**src/rtl/board_pkg.sv**
```systemverilog
package board_pkg;

    // ----------------------------------------
    // register words and map
    // ----------------------------------------
    typedef logic [31:0] reg_word_t;
    typedef logic [3:0]  reg_addr_t;

    // addresses sit in the high nibble of a header
    localparam reg_addr_t ADR_COMP_CONFIG = 4'h1;
    localparam reg_addr_t ADR_PULSE_CTRL  = 4'h2;
    localparam reg_addr_t ADR_MUX         = 4'h4;
    localparam reg_addr_t ADR_HALFSTRIPS  = 4'h5;
    localparam reg_addr_t ADR_HS_EXPECT   = 4'h6;
    localparam reg_addr_t ADR_HS_ERRCNT   = 4'h7;

    // fields as they leave the board
    typedef logic [2:0]  pktime_t;
    typedef logic [1:0]  pkmode_t;
    typedef logic [3:0]  pulse_width_t;
    typedef logic [2:0]  bx_delay_t;
    typedef logic [15:0] mux_lines_t;

    // pulse dac enable is active low, bit 5 rests high
    localparam reg_word_t PULSE_CTRL_RESET = 32'h0000_0020;

    // writable registers, as held by ctrl_regs
    typedef struct packed {
        reg_word_t comp_config;
        reg_word_t pulse_ctrl;
        reg_word_t mux;
        reg_word_t hs_expect;
    } ctrl_words_t;

    // board status after synchronization
    typedef struct packed {
        reg_word_t halfstrips;
        reg_word_t hs_errcnt;
        logic      pulser_ready;
    } status_words_t;

endpackage

```
**src/rtl/status_sampler.sv**
```systemverilog
`timescale 1ns/1ps

module status_sampler
    import board_pkg::*;
#(
    parameter int SYNC_STAGES = 2
)
(
    input  logic          ft_clk,
    input  logic          _ft_reset,
    input  reg_word_t     halfstrips,
    input  reg_word_t     halfstrips_errcnt,
    input  logic          pulser_ready,
    output status_words_t status
);

    status_words_t sync_q [SYNC_STAGES];
    status_words_t sync_last;
    status_words_t sync_prev;

    // ----------------------------------------
    // synchronizer chain, all inputs together
    // ----------------------------------------
    always_ff @(posedge ft_clk)
    begin
        sync_q[0].halfstrips   <= halfstrips;
        sync_q[0].hs_errcnt    <= halfstrips_errcnt;
        sync_q[0].pulser_ready <= pulser_ready;
        for (int i = 1; i < SYNC_STAGES; i++)
            sync_q[i] <= sync_q[i-1];
    end

    // last stage and the sample taken one edge later
    assign sync_last = sync_q[SYNC_STAGES-1];
    assign sync_prev = sync_q[SYNC_STAGES-2];

    // commit a word only when two samples in a row agree
    // a counter caught mid-carry never gets through
    always_ff @(posedge ft_clk)
    begin
        if (_ft_reset)
            status <= '0;
        else
        begin
            if (sync_last.halfstrips == sync_prev.halfstrips)
                status.halfstrips <= sync_last.halfstrips;
            if (sync_last.hs_errcnt == sync_prev.hs_errcnt)
                status.hs_errcnt <= sync_last.hs_errcnt;
            if (sync_last.pulser_ready == sync_prev.pulser_ready)
                status.pulser_ready <= sync_last.pulser_ready;
        end
    end

endmodule

```
**config.mk**
```make
export PLATFORM = sky130hd
export DESIGN_NAME = status_sampler
export DESIGN_NICKNAME = d
export VERILOG_FILES = /design/src/rtl/board_pkg.sv /design/src/rtl/status_sampler.sv
export SDC_FILE = /design/constraint.sdc
export NUM_CORES = 1
export LEC_CHECK = 0
export ABC_AREA = 1
export BUFFER_PORTS_ARGS = -buffer_cell sky130_fd_sc_hd__buf_2
export CAP_MARGIN = 15
export CORE_MARGIN = 2
export CORE_UTILIZATION = 59
export DETAILED_ROUTE_END_ITERATION = 16
export PLACE_DENSITY = 0.84
export SLEW_MARGIN = 15
export SYNTH_ARGS = -nofsm -noshare
export SYNTH_HDL_FRONTEND = slang
export SYNTH_SLANG_ARGS = --single-unit
```
**constraint.sdc**
```tcl
create_clock -name ft_clk -period 2.5 [get_ports ft_clk]
set_clock_uncertainty 0.15 [all_clocks]
set_input_delay 0.5 -clock ft_clk [delete_from_list [all_inputs] [get_ports ft_clk]]
set_output_delay 0.5 -clock ft_clk [all_outputs]
set_load 0.1 [all_outputs]
```
==> flow_summary.toml <==
[outcome]
status = "finished, final reports clean"

[setup_path]
cp_max_fo = 13
path_class = "register to register"
critPathArrivalTime_ns = 2.23
r2r_cells = 12
r2r_slack_ns = 0.44
worstPathRequired_ns = 2.67
rr_endpoint = "status[9]"
start_kind = "register"
crit_path_end_kind = "register"
r2r_start = "sync_q[0][24]"

[logic_synthesis]
synth_commonest_cells = "298 x nand2_1, 195 x dfxtp_1, 179 x nor2_1, 124 x inv_1, 64 x nand3_1"
synth_top_cell_area_share_pct = 55.0
synthSimpleGateAreaFrac_pct = 30.8
muxShareOfSynthArea_pct = 0
synth_xor_area_share_pct = 4.44
postSynthNetCount = 1015
ys_seq_elements = 195
synth.avg_cell_area_sq_um = 7.49
synth_warnings = 0
ys.flop_type = "dfxtp_1"
synthMostInstantiatedCell = "nand2_1"
syn-cell-area_sq_mm = 0.00710
synth-edff-count = 0
synthAdderAreaFrac_pct = 0
synth_compound_area_share_pct = 0.212
synthArstFlopShare_pct = 0
synthTopCellsByArea = "dfxtp_1 55%, nand2_1 16%, nor2_1 9.5%, inv_1 6.6%, nand3_1 4.5%"
synth_top_family_by_area = "simple AND/OR/NAND/NOR gates"
seq_area_frac_synth_pct = 55.0
yosysTopAreaCell = "dfxtp_1"
syn_inst = 948
synth_cell_types = 20

[power_and_ir_drop]
p_per_area_mw_per_mm2 = 754
leakage_nw = 4.55
peakVddDrop_mv = 0.619
p_total_mw = 6.50

[run]
timing.max_cap.violations = 0

[die]
die_h_um = 114
rows = 40
boundaryPins = 132
start_util_pct = 59.8
die_w_um = 114
coreArea_sq_mm = 0.0119
dieArea_sq_mm = 0.0129

[global_routing]
gr-total-overflow = 0
grt_pass1_wl_mm = 24.6
track_usage_pct = 24.3
grt_pass1_vias = 5579
antenna_found_initial = 0
grt_max_degree = 42

[cts]
cts_tree = "built"
cts_max_level = 4
cts_setup_buffers = 0
root_buffer = "clkbuf_16"
clk_pin_slew_ns = 0.07
clock_path_buffers = 2
clk_latency_ns = 0.43
cts.sink_count = 195
cts_buffers = 17

[detailed_routing]
wirelength_mm = 15.4
vias = 5921
drcViolationCount = 0
ant_nets = 0
drt_pass1_iterations = 4
vias_per_cell = 4.72
post_drt_wl_per_cell_um = 12.3
drtIter0Drc = 371

[placed_design]
place.gp.congestion = 0.854
placed_cells = 1212
io_buffer_count = 131
dpl.hpwl_mm = 10.5
dpl_cell_area_sq_mm = 0.00790

[sta]
period_needed_ns = 2.06
min_period_over_period_pct = 82.3
slew_headroom_pct = 66.6
finalHoldViolations = 0
rsz0062_at_grt = "no"
tns_ns = 0
worst_pin_slew_ns = 0.505
setup_viol = 0
drv_slew = 0
clock.fmax_mhz = 486

[finish]
stdcell_count = 1255
drive_gt1_share_pct = 17.1
antenna_cells = 0
fill_cells = 903
stdcell_area_sq_mm = 0.00862
area_growth_pct = 21.4
layout.nets = 1162

[worst_hold_path]
hold_end = "sync_q[0][7]"
min_from = "halfstrips_errcnt[6]"
min_path_cells = 1
hold_class = "input port to register"
metal layers:
metal	wire [um]	GRT usage [%]	share of wire [%]
met2	8140	46.6	53
met5	0	0	0
met1	6160	25.7	40
met3	810	6.22	5.3
met4	319	8.54	2.1
worst max path at each step:
stage | start | endpoint | slack (ns)
after floorplan | status[0] | status[0] | 0.91
after global placement | sync_q[0][96] | status[11] | 0.59
after detailed placement | sync_q[0][89] | status[7] | 0.54
after CTS | sync_q[0][89] | status[9] | 0.48
after global routing | sync_q[0][24] | status[7] | 0.30
final | sync_q[0][24] | status[9] | 0.44
placed cells by master (no fill, tap or decap):
cell,n
nand2_1,298
dfxtp_1,195
nor2_1,179
buf_2,131
inv_1,123
nand3_1,64
xnor2_1,19
xor2_1,17
clkbuf_16,17
inv_2,11
dlygate4sd3_1,11
buf_4,8
inv_6,5
clkinv_1,4
nor2_2,4
clkinvlp_4,3
bufinv_16,3
buf_12,3
and2_1,2
nor2b_1,2
nor2_4,2
a21oi_1,2
o21ai_0,1
clkinv_4,1
clkinv_2,1
clkbuf_8,1
clkbuf_1,1
worst max-delay path, cell delays in order, from the launching register on:
cell	delay, ns
dfxtp_1	0.40
inv_1	0.06
nand2_1	0.05
nand2_1	0.07
inv_1	0.07
nand2_1	0.09
nor2_1	0.10
nand2_1	0.07
nor2_2	0.38
buf_4	0.29
nand3_1	0.09
nand2_1	0.08
nor2_1	0.05
metrics by stage:
step | setup slack, ns | utilization, % | hold slack (ns)
floorplan | 0.914 | - | 0.196
global placement | 0.593 | 66.6 | 0.204
detailed placement | 0.545 | 66.6 | 0.206
CTS | 0.476 | 71.9 | 0.000157
global route | 0.301 | 72.7 | 0.0000581
finish | 0.441 | 72.7 | 0.0142
kinds of logic (layout without fill, tap and decap cells):
family,after synthesis,in the layout
AOI/OAI and AO/OA,3,3
xor gates and xnor gates,36,36
DFF,195,195
buffers and inverters,163,323
and+or+nand+nor,551,551
state kept, by name (all words and copies together), names as in the netlist:
| name | cells |
|---|---|
| status | 65 |
| sync_q | 130 |
report_power, final:
part           internal (mW)  total, mW  switching (mW)
clock                   1.62       2.80            1.19
combinational          0.169      0.387           0.218
sequential              3.22       3.31          0.0912
total                   5.01       6.50            1.50
repair_timing:
action / in CTS / in global routing
gates resized for setup: 0 / 0
hold buffers: 2 / 9
endpoints found under the hold margin: 2 / 9
cell type report:
cell class	count	area [sq um]	share of cell area, %
inverter	138	518	6.01
clock inverter	13	170	1.97
clock buffer	19	443	5.14
sequential	195	3900	45.3
tap	147	184	2.13
timing repair buffer	153	886	10.3
multi-input combinational	590	2510	29.2
(Power assumes the default switching activity.)
