--- src/rtl/board_pkg.sv ---
package board_pkg;

    // ----------------------------------------
    // register words and map
    // ----------------------------------------
    typedef logic [31:0] reg_word_t;
    typedef logic [3:0]  reg_addr_t;

    // addresses sit in the high nibble of a header
    localparam reg_addr_t ADR_COMP_CONFIG = 4'h1;
    localparam reg_addr_t ADR_PULSE_CTRL  = 4'h2;
    localparam reg_addr_t ADR_MUX         = 4'h4;
    localparam reg_addr_t ADR_HALFSTRIPS  = 4'h5;
    localparam reg_addr_t ADR_HS_EXPECT   = 4'h6;
    localparam reg_addr_t ADR_HS_ERRCNT   = 4'h7;

    // fields as they leave the board
    typedef logic [2:0]  pktime_t;
    typedef logic [1:0]  pkmode_t;
    typedef logic [3:0]  pulse_width_t;
    typedef logic [2:0]  bx_delay_t;
    typedef logic [15:0] mux_lines_t;

    // pulse dac enable is active low, bit 5 rests high
    localparam reg_word_t PULSE_CTRL_RESET = 32'h0000_0020;

    // writable registers, as held by ctrl_regs
    typedef struct packed {
        reg_word_t comp_config;
        reg_word_t pulse_ctrl;
        reg_word_t mux;
        reg_word_t hs_expect;
    } ctrl_words_t;

    // board status after synchronization
    typedef struct packed {
        reg_word_t halfstrips;
        reg_word_t hs_errcnt;
        logic      pulser_ready;
    } status_words_t;

endpackage

--- src/rtl/ft_pkg.sv ---
package ft_pkg;

    // one byte on the ft245 data bus
    typedef logic [7:0] ft_byte_t;

    // command nibble of a header byte
    typedef logic [3:0] ft_cmd_t;

    localparam ft_cmd_t CMD_READ  = 4'hA;
    localparam ft_cmd_t CMD_WRITE = 4'h5;

    // header decode, write data collection, write strobe
    typedef enum logic [1:0] {
        ps_idle,
        ps_data,
        ps_commit
    } parser_state_t;

endpackage

--- src/rtl/fifo_byte_if.sv ---
`timescale 1ns/1ps

interface fifo_byte_if
    import ft_pkg::*;
();

    // receive side, one pulse per byte
    ft_byte_t rx_byte;
    logic     rx_valid;

    // send side, byte moves when valid and ready meet
    ft_byte_t tx_byte;
    logic     tx_valid;
    logic     tx_ready;

    // high while a read reply is still going out
    logic     reply_busy;

    modport port (
        output rx_byte, rx_valid, tx_ready,
        input  tx_byte, tx_valid, reply_busy
    );

    modport parser (
        input  rx_byte, rx_valid
    );

    modport reply (
        output tx_byte, tx_valid, reply_busy,
        input  tx_ready
    );

endinterface

--- src/rtl/reg_bus_if.sv ---
`timescale 1ns/1ps

interface reg_bus_if
    import board_pkg::*;
();

    // single cycle strobes from the parser
    logic      wr_stb;
    logic      rd_stb;
    reg_addr_t addr;
    reg_word_t wdata;

    modport master (output wr_stb, rd_stb, addr, wdata);

    // register file only cares about writes
    modport regs   (input wr_stb, addr, wdata);

    // reply side only cares about reads
    modport reply  (input rd_stb, addr);

endinterface

--- src/rtl/reply_serializer.sv ---
`timescale 1ns/1ps

module reply_serializer
    import board_pkg::*;
(
    input  logic          ft_clk,
    input  logic          _ft_reset,
    reg_bus_if.reply      bus,
    fifo_byte_if.reply    bytes,
    input  ctrl_words_t   ctrl,
    input  status_words_t status
);

    reg_word_t  rd_word;
    reg_word_t  shift_q;
    logic [1:0] byte_cnt;
    logic       busy;

    // ----------------------------------------
    // readback select
    // ----------------------------------------
    always_comb
    begin
        case (bus.addr)
            ADR_COMP_CONFIG: rd_word = ctrl.comp_config;
            // bit 14 reads the pulser, not the register
            ADR_PULSE_CTRL:
                rd_word = {ctrl.pulse_ctrl[31:15], status.pulser_ready,
                           ctrl.pulse_ctrl[13:0]};
            ADR_MUX:         rd_word = ctrl.mux;
            ADR_HALFSTRIPS:  rd_word = status.halfstrips;
            ADR_HS_EXPECT:   rd_word = ctrl.hs_expect;
            ADR_HS_ERRCNT:   rd_word = status.hs_errcnt;
            // unmapped
            default:         rd_word = '0;
        endcase
    end

    // four bytes, one per accepted handshake
    always_ff @(posedge ft_clk)
    begin
        if (_ft_reset)
        begin
            busy     <= 1'b0;
            byte_cnt <= '0;
        end
        else if (bus.rd_stb)
        begin
            busy     <= 1'b1;
            byte_cnt <= '0;
        end
        else if (busy && bytes.tx_ready)
        begin
            byte_cnt <= byte_cnt + 2'd1;
            if (byte_cnt == 2'd3)
                busy <= 1'b0;
        end
    end

    // word shifts down, lsb byte always on top
    always_ff @(posedge ft_clk)
    begin
        if (bus.rd_stb)
            shift_q <= rd_word;
        else if (busy && bytes.tx_ready)
            shift_q <= {8'h00, shift_q[31:8]};
    end

    assign bytes.tx_valid   = busy;
    assign bytes.tx_byte    = shift_q[7:0];
    assign bytes.reply_busy = busy;

endmodule

--- src/flat_wrapper.sv ---
// flat-port wrapper written by rule: the top's interface ports become plain ports
module reply_serializer_flat import board_pkg::*;
  (ft_clk, _ft_reset, ctrl, status, bus_rd_stb, bus_addr, bytes_tx_byte, bytes_tx_valid, bytes_reply_busy, bytes_tx_ready);
  reg_bus_if bus_i ();
  fifo_byte_if bytes_i ();
  input  logic ft_clk;
  input  logic _ft_reset;
  input  ctrl_words_t ctrl;
  input  status_words_t status;
  input wire logic [$bits(bus_i.rd_stb)-1:0] bus_rd_stb;
  input wire logic [$bits(bus_i.addr)-1:0] bus_addr;
  output wire logic [$bits(bytes_i.tx_byte)-1:0] bytes_tx_byte;
  output wire logic [$bits(bytes_i.tx_valid)-1:0] bytes_tx_valid;
  output wire logic [$bits(bytes_i.reply_busy)-1:0] bytes_reply_busy;
  input wire logic [$bits(bytes_i.tx_ready)-1:0] bytes_tx_ready;
  assign bus_i.rd_stb = bus_rd_stb;
  assign bus_i.addr = bus_addr;
  assign bytes_tx_byte = bytes_i.tx_byte;
  assign bytes_tx_valid = bytes_i.tx_valid;
  assign bytes_reply_busy = bytes_i.reply_busy;
  assign bytes_i.tx_ready = bytes_tx_ready;
  reply_serializer u_core (.ft_clk(ft_clk), ._ft_reset(_ft_reset), .bus(bus_i), .bytes(bytes_i), .ctrl(ctrl), .status(status));
endmodule
--- config.mk ---
export PLATFORM = sky130hd
export DESIGN_NAME = reply_serializer_flat
export DESIGN_NICKNAME = d
export VERILOG_FILES = /design/src/rtl/board_pkg.sv /design/src/rtl/ft_pkg.sv /design/src/rtl/fifo_byte_if.sv /design/src/rtl/reg_bus_if.sv /design/src/rtl/reply_serializer.sv /design/src/flat_wrapper.sv
export SDC_FILE = /design/constraint.sdc
export NUM_CORES = 1
export LEC_CHECK = 0
export BUFFER_PORTS_ARGS = -buffer_cell sky130_fd_sc_hd__buf_2
export CORE_MARGIN = 2
export CORE_UTILIZATION = 40
export CTS_CLUSTER_DIAMETER = 30
export DETAILED_ROUTE_END_ITERATION = 7
export GPL_TIMING_DRIVEN = 0
export PLACE_DENSITY_LB_ADDON = 0.05
export SYNTH_ARGS = -nofsm -noshare
export SYNTH_HDL_FRONTEND = slang
export SYNTH_SLANG_ARGS = --single-unit
--- constraint.sdc ---
create_clock -name ft_clk -period 2.4 [get_ports ft_clk]
set_input_delay 0.36 -clock ft_clk [delete_from_list [all_inputs] [get_ports ft_clk]]
set_output_delay 0.36 -clock ft_clk [all_outputs]
set_load 0.01 [all_outputs]
==> impl_metrics.tcl <==
set metrics [dict create \
    slew_viol_final 0 \
    drt_wl_total_um 10200 \
    drtIter0Drc 94 \
    path_max_fanout 10 \
    drtPass1Iterations 4 \
    die_h_um 93.4 \
    fin_util 0.576 \
    grt_pass1_vias 3214 \
    cp-startpoint "bus_addr[2]" \
    die_area_sq_mm 0.00873 \
    finalHoldViolCount 0 \
    vias_per_cell 5.22 \
    placed_area_sq_mm 0.00437 \
    grt_max_degree 33 \
    synthSimpleGateAreaFrac 0.0665 \
    ctsResizeCount 0 \
    fin_area_sq_mm 0.00445 \
    fmax_mhz 568 \
    fin_crit_sh 0.734 \
    status "completed" \
    relSlewSlack 0.475 \
    core.rowCount 32 \
    wire_per_inst_um 16.1 \
    syn_nets 517 \
    cts_setup_buffers 0 \
    num_antenna_cells 0 \
    vias 3305 \
    setup_viol 0 \
    reg2reg_to "u_core.shift_q[24]$_SDFFCE_PN0P_" \
    drc_errors 0 \
    route.antenna.remaining_nets 0 \
    gr-usage-all-layers 0.228 \
    final.setup_skew_ps 7.81 \
    ir_drop_uv 211 \
    cts.root.buffer_cell "clkbuf_8" \
    synth_compound_area_frac 0.291 \
    n_fill_cell 750 \
    area_growth_pct 39.2 \
    avgSynthCellArea_sq_um 10.2 \
    worst_path_max_delay_cell "buf_2" \
    grt_pass1_wl_um 15400 \
    crit_end "u_core.shift_q[13]$_DFFE_PP_" \
    postCtsHoldBufs 0 \
    crit_arrival_ps 1780 \
    path_buf_inv 2 \
    io_pins 211 \
    syn_area_sq_mm 0.00320 \
    rsz0062_at_grt "no" \
    layout-drive-gt1-share 0.525 \
    clkTransAtPathRegs_ps 70 \
    worstMarginPinSlew_ps 787 \
    antenna_found_initial 0 \
    core_area_sq_mm 0.00773 \
    yosysUniqueCellTypes 36 \
    cts_tree "yes" \
    synth_xor_area_frac 0.00274 \
    reg2reg_from "u_core.bytes.reply_busy$_SDFFE_PP0P_" \
    place_ws_ps 306 \
    cp_cell_sequence "buf_2, buf_2, mux2i_1, o22ai_1, a21oi_1, o22ai_2" \
    yosysSeqAreaShare 0.319 \
    grt-ovfl-total 0 \
    worstPathRequired_ps 2420 \
    gp_congestion 0.842 \
    crit_type "primary input to flop" \
    numPortBuffers 208 \
    fin_nets 732 \
    synth_top_family_by_area "compound AO/OA/AOI/OAI gates" \
    htreeDepth 2 \
    period_needed_ps 1760 \
    r2r_slack_ps 930 \
    drv_cap 0 \
    clock_sinks 35 \
    syn_inst 315 \
    yosysWarningCount 0 \
    critPathMostFrequentCell "buf_2" \
    cp_slowest_stage_delay_ps 430 \
    initial_core_util 0.414 \
    clockBufferDepth 2 \
    p_leak_uw 0.00217 \
    cts_buffers 5 \
    hp-class "primary input to flop" \
    setup_slack_ps 639 \
    synth_fa_ha_area_frac 0.00391 \
    die_x_um 93.4 \
    ys_ff_latch 35 \
    crit_cells 6 \
    clock_latency_ps 290 \
    p_total_uw 1740 \
    muxShareOfSynthArea 0.203 \
    ff2ff_path_depth 2 \
    dp_hpwl_um 8110 \
    power_density_mw_per_mm2 390 \
    cp-end-kind "flop" \
    cpLargestDelayFamily "buffers and inverters" \
    cp-start-kind "primary input" \
]
cells in the mapped netlist:
library cell	count	area share
mux2i_1	56	0.18
edfxtp_1	32	0.30
a21oi_1	29	0.045
a22o_1	25	0.068
inv_1	25	0.029
o22ai_1	25	0.049
o22ai_2	24	0.094
buf_4	17	0.040
buf_2	11	0.017
nor2_1	8	0.0094
clkbuf_1	6	0.0070
nor3_1	6	0.0094
buf_6	5	0.018
nand3b_1	5	0.012
nor2b_1	4	0.0078
a221oi_1	3	0.0082
a311oi_1	3	0.0082
dfxtp_1	3	0.019
mux4_2	3	0.021
a211oi_1	2	0.0047
and2b_1	2	0.0047
and3_1	2	0.0039
buf_1	2	0.0023
mux2_2	2	0.0070
nand2_1	2	0.0023
nand2b_1	2	0.0039
or3b_1	2	0.0055
and2_1	1	0.0020
ha_1	1	0.0039
nand3_1	1	0.0016
nor2_2	1	0.0020
nor3b_1	1	0.0023
o21ai_0	1	0.0016
o311ai_4	1	0.0082
o32a_1	1	0.0031
xor2_1	1	0.0027
cell type report:
type                            instances  area, sq um  share of cell area
Multi-Input combinational cell        214         1820               0.408
Timing Repair Buffer                  208         1040               0.234
Sequential cell                        35         1020               0.229
Buffer                                 41          269              0.0604
Tap cell                              102          128              0.0287
Inverter                               25         93.8              0.0211
Clock buffer                            7         76.3              0.0171
Clock inverter                          1         5.00             0.00112
placed cells by master (no fill, tap or decap), types with 2 or more instances in the layout:
cell,Yosys,routed
nand2_1,2,2
edfxtp_1,32,32
o22ai_1,25,25
a311oi_1,3,3
nor2_1,8,8
nor3_1,6,6
nand3b_1,5,5
mux2i_1,56,56
dfxtp_1,3,3
a22o_1,25,25
buf_6,5,5
mux2_2,2,2
mux4_2,3,3
and2b_1,2,2
buf_2,11,219
a211oi_1,2,2
nor2b_1,4,4
buf_4,17,17
o22ai_2,24,24
clkbuf_1,6,8
a221oi_1,3,3
clkbuf_8,0,5
a21oi_1,29,29
buf_1,2,2
and3_1,2,2
or3b_1,2,2
inv_1,25,25
flip-flops by register name, summed over array words and instances (netlist names):
| signal | flops |
|---|---|
| u_core.bytes.reply_busy | 1 |
| u_core.shift_q | 32 |
| u_core.byte_cnt | 2 |
worst reg2reg max path: cells and delay by family, from the launching register on:
kind	cells	cell delay (ps)
flops	1	370
simple gates	2	730
how the worst min path moves through the flow:
stage / from / endpoint / slack (ps) / cells past startpoint
6_report: _ft_reset / u_core.bytes.reply_busy$_SDFFE_PP0P_ / 270 / 2
5_1_grt: _ft_reset / u_core.bytes.reply_busy$_SDFFE_PP0P_ / 260 / 2
4_1_cts: _ft_reset / u_core.bytes.reply_busy$_SDFFE_PP0P_ / 260 / 2
3_5_place_dp: u_core.bytes.reply_busy$_SDFFE_PP0P_ / u_core.bytes.reply_busy$_SDFFE_PP0P_ / 530 / 2
3_3_place_gp: u_core.byte_cnt[1]$_SDFFE_PP0P_ / u_core.byte_cnt[1]$_SDFFE_PP0P_ / 520 / 2
2_1_floorplan: _ft_reset / u_core.bytes.reply_busy$_SDFFE_PP0P_ / 430 / 1
routing by layer:
metal,track usage,share of wire,vias to the layer above
met1,0.276,0.39,1501
met4,0.0478,0.014,0
met3,0.0443,0.082,12
met2,0.417,0.51,155
met5,0,0,-
li1,-,-,1637
where the power goes:
part,internal (uW),switching (uW),total [uW],leakage (uW)
Clock,204,212,416,0.0000422
Sequential,722,13.8,736,0.000360
Combinational,309,275,584,0.00177
Total,1240,501,1740,0.00217
cells by family (layout without fill, tap and decap cells):
group | count (synthesis) | count (layout)
AOI/OAI and AO/OA | 114 | 114
and+or+nand+nor | 37 | 37
DFF | 35 | 35
adders and majority gates | 1 | 1
buffers and inverters | 66 | 282
muxes | 61 | 61
xor gates and xnor gates | 1 | 1
metrics by stage:
stage / std cells / hold WS [ps] / setup TNS (ps)
6_report: 633 / 267 / 0
5_1_grt: 633 / 259 / 0
4_1_cts: 633 / 255 / 0
3_5_place_dp: 625 / 534 / 0
3_3_place_gp: 625 / 518 / -4740
2_1_floorplan: 315 / 432 / 0
Power figures use the tool's default switching activity.
