--- src/rtl/board_pkg.sv ---
package board_pkg;

    // ----------------------------------------
    // register words and map
    // ----------------------------------------
    typedef logic [31:0] reg_word_t;
    typedef logic [3:0]  reg_addr_t;

    // addresses sit in the high nibble of a header
    localparam reg_addr_t ADR_COMP_CONFIG = 4'h1;
    localparam reg_addr_t ADR_PULSE_CTRL  = 4'h2;
    localparam reg_addr_t ADR_MUX         = 4'h4;
    localparam reg_addr_t ADR_HALFSTRIPS  = 4'h5;
    localparam reg_addr_t ADR_HS_EXPECT   = 4'h6;
    localparam reg_addr_t ADR_HS_ERRCNT   = 4'h7;

    // fields as they leave the board
    typedef logic [2:0]  pktime_t;
    typedef logic [1:0]  pkmode_t;
    typedef logic [3:0]  pulse_width_t;
    typedef logic [2:0]  bx_delay_t;
    typedef logic [15:0] mux_lines_t;

    // pulse dac enable is active low, bit 5 rests high
    localparam reg_word_t PULSE_CTRL_RESET = 32'h0000_0020;

    // writable registers, as held by ctrl_regs
    typedef struct packed {
        reg_word_t comp_config;
        reg_word_t pulse_ctrl;
        reg_word_t mux;
        reg_word_t hs_expect;
    } ctrl_words_t;

    // board status after synchronization
    typedef struct packed {
        reg_word_t halfstrips;
        reg_word_t hs_errcnt;
        logic      pulser_ready;
    } status_words_t;

endpackage

--- src/rtl/reg_bus_if.sv ---
`timescale 1ns/1ps

interface reg_bus_if
    import board_pkg::*;
();

    // single cycle strobes from the parser
    logic      wr_stb;
    logic      rd_stb;
    reg_addr_t addr;
    reg_word_t wdata;

    modport master (output wr_stb, rd_stb, addr, wdata);

    // register file only cares about writes
    modport regs   (input wr_stb, addr, wdata);

    // reply side only cares about reads
    modport reply  (input rd_stb, addr);

endinterface

--- src/rtl/ctrl_regs.sv ---
`timescale 1ns/1ps

module ctrl_regs
    import board_pkg::*;
(
    input  logic         ft_clk,
    input  logic         _ft_reset,
    reg_bus_if.regs      bus,
    output ctrl_words_t  words,
    // comparator config
    output pktime_t      pktime,
    output pkmode_t      pkmode,
    output logic         lctrst,
    output logic         _cdac_en,
    output logic         cdac_din,
    output logic         cdac_sclk,
    // pulse control
    output logic         fire_pulse,
    output pulse_width_t pulse_width,
    output logic         _pdac_en,
    output logic         pdac_din,
    output logic         pdac_sclk,
    output logic         halfstrips_errcnt_rst,
    output logic         compout_errcnt_rst,
    output logic         compin_inject,
    output bx_delay_t    bx_delay,
    // mux and halfstrips
    output mux_lines_t   mux_a0,
    output mux_lines_t   mux_a1,
    output reg_word_t    halfstrips_expect
);

    reg_word_t comp_config;
    reg_word_t pulse_ctrl;
    reg_word_t mux;
    reg_word_t hs_expect;

    always_ff @(posedge ft_clk)
    begin
        if (_ft_reset)
        begin
            comp_config <= '0;
            pulse_ctrl  <= PULSE_CTRL_RESET;
            mux         <= '0;
            hs_expect   <= '0;
        end
        else if (bus.wr_stb)
        begin
            // status addresses are read only, writes there vanish
            case (bus.addr)
                ADR_COMP_CONFIG: comp_config <= bus.wdata;
                ADR_PULSE_CTRL:  pulse_ctrl  <= bus.wdata;
                ADR_MUX:         mux         <= bus.wdata;
                ADR_HS_EXPECT:   hs_expect   <= bus.wdata;
                default:         ;
            endcase
        end
    end

    // ----------------------------------------
    // field map onto pins
    // ----------------------------------------
    assign pktime    = comp_config[2:0];
    assign pkmode    = comp_config[4:3];
    assign lctrst    = comp_config[5];
    // comparator dac bit-bang lines
    assign _cdac_en  = comp_config[6];
    assign cdac_din  = comp_config[7];
    assign cdac_sclk = comp_config[8];

    assign fire_pulse            = pulse_ctrl[0];
    assign pulse_width           = pulse_ctrl[4:1];
    // pulse dac bit-bang lines
    assign _pdac_en              = pulse_ctrl[5];
    assign pdac_din              = pulse_ctrl[6];
    assign pdac_sclk             = pulse_ctrl[7];
    assign halfstrips_errcnt_rst = pulse_ctrl[8];
    assign compout_errcnt_rst    = pulse_ctrl[9];
    assign compin_inject         = pulse_ctrl[10];
    assign bx_delay              = pulse_ctrl[13:11];

    // mux i takes bits 2i and 2i+1
    always_comb
    begin
        for (int i = 0; i < 16; i++)
        begin
            mux_a0[i] = mux[2*i];
            mux_a1[i] = mux[2*i+1];
        end
    end

    assign halfstrips_expect = hs_expect;

    // raw words for readback
    assign words.comp_config = comp_config;
    assign words.pulse_ctrl  = pulse_ctrl;
    assign words.mux         = mux;
    assign words.hs_expect   = hs_expect;

endmodule

--- src/flat_wrapper.sv ---
// flat-port wrapper written by rule: the top's interface ports become plain ports
module ctrl_regs_flat import board_pkg::*;
  (ft_clk, _ft_reset, words, pktime, pkmode, lctrst, _cdac_en, cdac_din, cdac_sclk, fire_pulse, pulse_width, _pdac_en, pdac_din, pdac_sclk, halfstrips_errcnt_rst, compout_errcnt_rst, compin_inject, bx_delay, mux_a0, mux_a1, halfstrips_expect, bus_wr_stb, bus_addr, bus_wdata);
  reg_bus_if bus_i ();
  input  logic ft_clk;
  input  logic _ft_reset;
  output ctrl_words_t words;
  output pktime_t pktime;
  output pkmode_t pkmode;
  output logic lctrst;
  output logic _cdac_en;
  output logic cdac_din;
  output logic cdac_sclk;
  output logic fire_pulse;
  output pulse_width_t pulse_width;
  output logic _pdac_en;
  output logic pdac_din;
  output logic pdac_sclk;
  output logic halfstrips_errcnt_rst;
  output logic compout_errcnt_rst;
  output logic compin_inject;
  output bx_delay_t bx_delay;
  output mux_lines_t mux_a0;
  output mux_lines_t mux_a1;
  output reg_word_t halfstrips_expect;
  input wire logic [$bits(bus_i.wr_stb)-1:0] bus_wr_stb;
  input wire logic [$bits(bus_i.addr)-1:0] bus_addr;
  input wire logic [$bits(bus_i.wdata)-1:0] bus_wdata;
  assign bus_i.wr_stb = bus_wr_stb;
  assign bus_i.addr = bus_addr;
  assign bus_i.wdata = bus_wdata;
  ctrl_regs u_core (.ft_clk(ft_clk), ._ft_reset(_ft_reset), .bus(bus_i), .words(words), .pktime(pktime), .pkmode(pkmode), .lctrst(lctrst), ._cdac_en(_cdac_en), .cdac_din(cdac_din), .cdac_sclk(cdac_sclk), .fire_pulse(fire_pulse), .pulse_width(pulse_width), ._pdac_en(_pdac_en), .pdac_din(pdac_din), .pdac_sclk(pdac_sclk), .halfstrips_errcnt_rst(halfstrips_errcnt_rst), .compout_errcnt_rst(compout_errcnt_rst), .compin_inject(compin_inject), .bx_delay(bx_delay), .mux_a0(mux_a0), .mux_a1(mux_a1), .halfstrips_expect(halfstrips_expect));
endmodule
--- config.mk ---
export PLATFORM = sky130hd
export DESIGN_NAME = ctrl_regs_flat
export DESIGN_NICKNAME = d
export VERILOG_FILES = /design/src/rtl/board_pkg.sv /design/src/rtl/reg_bus_if.sv /design/src/rtl/ctrl_regs.sv /design/src/flat_wrapper.sv
export SDC_FILE = /design/constraint.sdc
export NUM_CORES = 1
export LEC_CHECK = 0
export BUFFER_PORTS_ARGS = -buffer_cell sky130_fd_sc_hd__buf_2
export CAP_MARGIN = 40
export CORE_MARGIN = 3
export CORE_UTILIZATION = 36
export DETAILED_ROUTE_END_ITERATION = 6
export PLACE_DENSITY_LB_ADDON = 0.1
export SYNTH_ARGS = -nofsm -noshare
export SYNTH_HDL_FRONTEND = slang
export SYNTH_SLANG_ARGS = --single-unit
--- constraint.sdc ---
create_clock -name ft_clk -period 1.9 [get_ports ft_clk]
set_clock_uncertainty 0.2 [all_clocks]
set_input_delay 0.38 -clock ft_clk [delete_from_list [all_inputs] [get_ports ft_clk]]
set_output_delay 0.38 -clock ft_clk [all_outputs]
set_load 0.05 [all_outputs]
==> results of run 1 <==
[per-stage QoR]
| stage | instance area [um2] | cells |
|---|---|---|
| floorplan | 5790 | 544 |
| global placement | 6620 | 903 |
| detailed placement | 6620 | 903 |
| CTS | 7300 | 934 |
| global route | 7300 | 934 |
| finish | 7300 | 934 |
[cell type report]
type | instances | share of cell area, %
tap | 211 | 3.62
sequential | 128 | 35.1
clock inverter | 10 | 2.83
timing repair buffer | 267 | 19.5
multi-input combinational | 297 | 32.5
clock buffer | 21 | 6.45
[registers in the layout, summed over array words and instances (netlist names)]
signal / flops
u_core.pulse_ctrl: 32
u_core.halfstrips_expect: 32
u_core.comp_config: 32
u_core.mux: 32
[cell families after synthesis]
logic type             after synthesis  synth area share (%)
and+or+nand+nor                    169                  18.6
buffers and inverters              119                  15.0
DFF                                128                  44.3
muxes                              128                  22.1
[layout by cell type (no fill, tap or decap)]
| master | count |
|---|---|
| and2_1 | 1 |
| and4b_2 | 1 |
| and4bb_4 | 1 |
| buf_12 | 4 |
| buf_2 | 252 |
| buf_4 | 11 |
| bufinv_16 | 6 |
| clkbuf_1 | 1 |
| clkbuf_16 | 17 |
| clkbuf_8 | 3 |
| clkinv_2 | 2 |
| clkinv_4 | 1 |
| clkinvlp_4 | 1 |
| dfxtp_1 | 128 |
| mux2i_1 | 128 |
| nand2_2 | 1 |
| nand2b_1 | 159 |
| nand2b_2 | 1 |
| nand4b_1 | 1 |
| nand4b_4 | 1 |
| nor2_1 | 3 |
[worst paths after layout]
path                                                           from                                   to
worst max register to register    u_core.pulse_ctrl[8]$_SDFFE_PP0P_    u_core.pulse_ctrl[8]$_SDFFE_PP0P_
worst min register to register  u_core.comp_config[20]$_SDFFE_PP0P_  u_core.comp_config[20]$_SDFFE_PP0P_
worst max-delay path              u_core.pulse_ctrl[8]$_SDFFE_PP0P_                            words[72]
worst min-delay path                                   bus_wdata[5]    u_core.pulse_ctrl[5]$_SDFFE_PP1P_
[power groups by stage]
stage,registers [mW],clock network [mW],logic (mW)
global placement,2.80,0,0.553
global route,2.75,3.90,0.580
detailed placement,2.80,0,0.556
CTS,2.74,3.80,0.556
finish,2.74,3.72,0.547
floorplan,2.92,0,0.305
[layer usage]
layer / vias up / wire length, um
met5: - / 0
li1: 2021 / -
met1: 1888 / 6000
met4: 0 / 225
met2: 149 / 6760
met3: 17 / 1020
==> metrics.md, run 1 <==
| Metric | Value |
|---|---|
| Core Rows | 45 |
| Register area | 2560 um2 |
| Cells after Synth | 544 |
| CP max stage delay | 0.39 ns |
| Post-CTS Setup Inserts | 0 |
| Flop pwr share | 39.1% |
| Worst Hold Depth | 3 |
| Primary FF master, synth | dfxtp_1 |
| Levels on crit path | 1 |
| CP startpoint kind | register |
| Synth area leaders | dfxtp_1, mux2i_1, nand2b_1, buf_4, clkbuf_1 |
| Multi-input logic area | 2370 um2 |
| R2R cell count | 2 |
| DR pass1 iterations | 4 |
| Pint | 5.46 mW |
| M1 GR Usage | 18.5% |
| Final setup vio count | 0 |
| Final Util | 47.1% |
| Hold buffers post-CTS | 0 |
| Fill cells | 1,460 |
| Routability congestion estimate | 0.733 |
| Final hold vios | 0 |
| Area Overhead vs Synth | 26.0% |
| Actual slew at the worst max-slew pin | 0.337 ns |
| Hold WC Path Type | in -> reg |
| Num CTS Buffers | 17 |
| Dpl hpwl | 10.0 mm |
| CP Capture Type | output port |
| N_diodes | 0 |
| Clock Tree Buf Depth | 2 |
| Clock Sinks | 128 |
| Logic pwr share | 7.8% |
| P per Cell Area | 961 nW/um2 |
| Clk root buf | clkbuf_16 |
| GRT busiest layer | met2 |
| Total GRT Usage | 15.4% |
| Unrepaired setup endpoints after global routing | no |
| I/O pin cnt | 254 |
| Yosys cell types | 17 |
| Clock power share | 53.1% |
| Pleak | 4.07 nW |
| Warnings, synthesis | 0 |
| Port bufs | 253 |
| Post-synthesis register bit count | 128 |
| FF-to-FF setup slack | 1.00 ns |
| Initial Utilization | 37.4% |
| Slew Limit Fails | 0 |
| Max-cap viol count | 0 |
| Worst rel slew slack | 77.5% |
| Antenna violations before repair | 0 |
| Crit-path cells | buf_2 |
| Total gr overflow | 0 |
| Switching share of power | 22.2% |
| H-tree levels | 4 |
| Top cell type by total area after synthesis | dfxtp_1 |
| Mean Syn Cell Area | 10.6 um2 |
| Post-synth EDFFs | 0 |
| Top cell type's share of synthesized area | 44.3% |
| CP bufs+invs | 1 |
| Post-DR wirelength/cell | 15.0 um |
| Switching power | 1.55 mW |
| Top cells by instance count after synthesis | nand2b_1, dfxtp_1, mux2i_1 |
| Share of layout cells above drive strength 1 | 41.8% |
| Final worst path period share | 87.9% |
| Full die area | 17,600 um2 |
| Fin worst setup slack | 0.230 ns |
| Fmax | 599 MHz |
| CTS resizes | 0 |
| CP max FO | 3 |
| Core ar. | 15,500 um2 |
| Sequential share of the synthesized area | 44.3% |
| Setup tns final | 0 ns |
| Die Y | 133 um |
| Arr. time, crit path | 1.09 ns |
| Synthesized area | 5790 um2 |
| Hold Slack | 0.0896 ns |
| Time the worst path needs with I/O delays and setup | 1.67 ns |
| Max VDD drop | 0.544 mV |
| Residual DRC | 0 |
| Critical-path top delay cell | dfxtp_1 |
| Largest net degree at the start of global routing | 55 |
| First-pass GRT wire length | 21.5 mm |
| Vias | 4,075 |
| Vias in the first global route | 3,980 |
| Crit path kind | reg -> out |
| Met2 Resource Use GR | 25.6% |
| CP required | 1.32 ns |
| Most frequent cell after synthesis | nand2b_1 |
| ANT nets after route | 0 |
| Ys async rst share | 0% |
| Clk slew on worst S/H paths | 0.05 ns |
| Total Wirelength | 14.0 mm |
| Crit-path leading delay family | flip-flops |
| Status | complete, no violations |
| Syn nets | 583 |
| Met3 Use GR | 4.90% |
| Clk Latency, worst-skew pair | 0.40 ns |
| Die W | 133 um |
| DP Worst Slack | 0.223 ns |
| Total power draw | 7.01 mW |
| Post-layout nets | 750 |
| DR vias/cell | 4.36 |
| CTS tree | done |
| Drt first-iter violations | 78 |
Power figures use the tool's default switching activity.
==> run 2: changes to the inputs <==
--- a/config.mk
+++ b/config.mk
@@ -9,6 +9,7 @@
 export CAP_MARGIN = 40
 export CORE_MARGIN = 3
 export CORE_UTILIZATION = 36
+export CTS_BUF_LIST = sky130_fd_sc_hd__clkbuf_8
 export DETAILED_ROUTE_END_ITERATION = 6
 export PLACE_DENSITY_LB_ADDON = 0.1
 export SYNTH_ARGS = -nofsm -noshare
==> run 2 against run 1 <==
Via count fell by 0.47%; largest power group unchanged; critical endpoint is now words[42]; design area fell by 2.6%; routed wire length barely moved.
==> metrics.md, run 2 (synthesis gave the netlist of run 1 again) <==
| Metric | Value |
|---|---|
| Clk Latency, worst-skew pair | 0.43 ns (was 0.40 ns) |
| R2R cell count | 2 (unchanged) |
| Post-CTS Setup Inserts | 0 (unchanged) |
| Full die area | 17,600 um2 (unchanged) |
| Status | complete, no violations (unchanged) |
| Post-layout nets | 750 (unchanged) |
| DP Worst Slack | 0.223 ns (unchanged) |
| Total Wirelength | 14.0 mm (about the same) |
| ANT nets after route | 0 (unchanged) |
| Clock Sinks | 128 (unchanged) |
| Pleak | 3.98 nW (was 4.07 nW) |
| First-pass GRT wire length | 21.4 mm (was 21.5 mm) |
| Worst Hold Depth | 3 (unchanged) |
| Post-Place Cell Area | 6620 um2 (unchanged) |
| Dpl hpwl | 10.0 mm (unchanged) |
| Fin worst setup slack | 0.198 ns (was 0.230 ns) |
| CP required | 1.32 ns (about the same) |
| CP startpoint | u_core.mux[10]$_SDFFE_PP0P_ (was u_core.pulse_ctrl[8]$_SDFFE_PP0P_) |
| Crit path kind | reg -> out (unchanged) |
| Drt first-iter violations | 101 (was 78) |
| Share of layout cells above drive strength 1 | 41.8% (unchanged) |
| Residual DRC | 0 (unchanged) |
| Post-DR wirelength/cell | 15.0 um (about the same) |
| Port bufs | 253 (unchanged) |
| Final setup vio count | 0 (unchanged) |
| CP Capture Type | output port (unchanged) |
| Vias in the first global route | 3,977 (was 3,980) |
| CP max FO | 3 (unchanged) |
| Levels on crit path | 1 (unchanged) |
| Max-cap viol count | 0 (unchanged) |
| Clk slew on worst S/H paths | 0.07 ns (was 0.05 ns) |
| Critical-path top delay cell | dfxtp_1 (unchanged) |
| Hold path startpoint | bus_wdata[5] (unchanged) |
| Final Util | 45.9% (was 47.1%) |
| Antenna violations before repair | 0 (unchanged) |
| Total gr overflow | 0 (unchanged) |
| P per Cell Area | 863 nW/um2 (was 961 nW/um2) |
| Fmax | 587 MHz (was 599 MHz) |
| Unrepaired setup endpoints after global routing | no (unchanged) |
| Die W | 133 um (unchanged) |
| Core Rows | 45 (unchanged) |
| Worst rel slew slack | 77.4% (was 77.5%) |
| Most frequent cells in the layout | buf_2, nand2b_1, mux2i_1, dfxtp_1, clkbuf_8 (was buf_2, nand2b_1, mux2i_1, dfxtp_1, clkbuf_16) |
| I/O pin cnt | 254 (unchanged) |
| CP max stage delay | 0.40 ns (was 0.39 ns) |
| Setup tns final | 0 ns (unchanged) |
| Largest net degree at the start of global routing | 55 (unchanged) |
| Die Y | 133 um (unchanged) |
| CTS resizes | 0 (unchanged) |
| Actual slew at the worst max-slew pin | 0.340 ns (was 0.337 ns) |
| Time the worst path needs with I/O delays and setup | 1.70 ns (was 1.67 ns) |
| Final hold vios | 0 (unchanged) |
| Core ar. | 15,500 um2 (unchanged) |
| Hold WC Path Type | in -> reg (unchanged) |
| CTS tree | done (unchanged) |
| Vias | 4,056 (was 4,075) |
| Crit-path leading delay family | flip-flops (unchanged) |
| Clk root buf | clkbuf_8 (was clkbuf_16) |
| H-tree levels | 4 (unchanged) |
| Most common cell after layout, fill and taps aside | buf_2 (unchanged) |
| Initial Utilization | 37.4% (unchanged) |
| Routability congestion estimate | 0.733 (unchanged) |
| Clock Tree Buf Depth | 2 (unchanged) |
| Final worst path period share | 89.6% (was 87.9%) |
| Crit-path cells | buf_2 (unchanged) |
| Slew Limit Fails | 0 (unchanged) |
| Hold Slack | 0.0746 ns (was 0.0896 ns) |
| DR vias/cell | 4.34 (was 4.36) |
| Fill cells | 1,488 (was 1,460) |
| Hold buffers post-CTS | 0 (unchanged) |
| DR pass1 iterations | 5 (was 4) |
| N_diodes | 0 (unchanged) |
| Num CTS Buffers | 17 (unchanged) |
| CP bufs+invs | 1 (unchanged) |
| Max VDD drop | 0.397 mV (was 0.544 mV) |
| Total GRT Usage | 15.4% (about the same) |
| CP startpoint kind | register (unchanged) |
| Worst R2R Start | u_core.mux[10]$_SDFFE_PP0P_ (was u_core.pulse_ctrl[8]$_SDFFE_PP0P_) |
| Design area | 7100 um2 (was 7300 um2) |
| Area Overhead vs Synth | 22.7% (was 26.0%) |
| Arr. time, crit path | 1.12 ns (was 1.09 ns) |
[run 2: path summary, 6_finish.rpt]
check / slack, ns / to
setup reg to reg: 1.02 / u_core.mux[10]$_SDFFE_PP0P_
hold / removal: 0.07 / u_core.pulse_ctrl[5]$_SDFFE_PP1P_
setup / recovery: 0.20 / words[42]
hold reg to reg: 0.27 / u_core.comp_config[20]$_SDFFE_PP0P_
[run 2: report_power, final]
part	internal, mW	switching, mW
Combinational	0.181	0.367
Clock	1.79	1.05
Sequential	2.72	0.0237
Total	4.68	1.45
[run 2: final cells by class]
cell class	count	area [um2]	area share, %
multi-input cells	297	2370	33.3
flip-flops and latches	128	2560	36.1
well taps	211	264	3.72
clock buffers	20	275	3.87
clock inverters	11	210	2.96
repair buffers	267	1420	20.0
[run 2: metrics by stage]
step,instances,total power [mW]
after global placement,903,3.35
final,934,6.13
after CTS,934,6.22
after detailed placement,903,3.36
after floorplan,544,3.23
after global routing,934,6.35
[run 2: per-layer routing]
metal	GRT usage [%]	up-vias	part of all wire, %
li1	-	2016	-
met1	18.6	1877	43
met2	25.5	148	48
met3	5.59	15	7.5
met4	4.85	0	1.3
met5	0	-	0
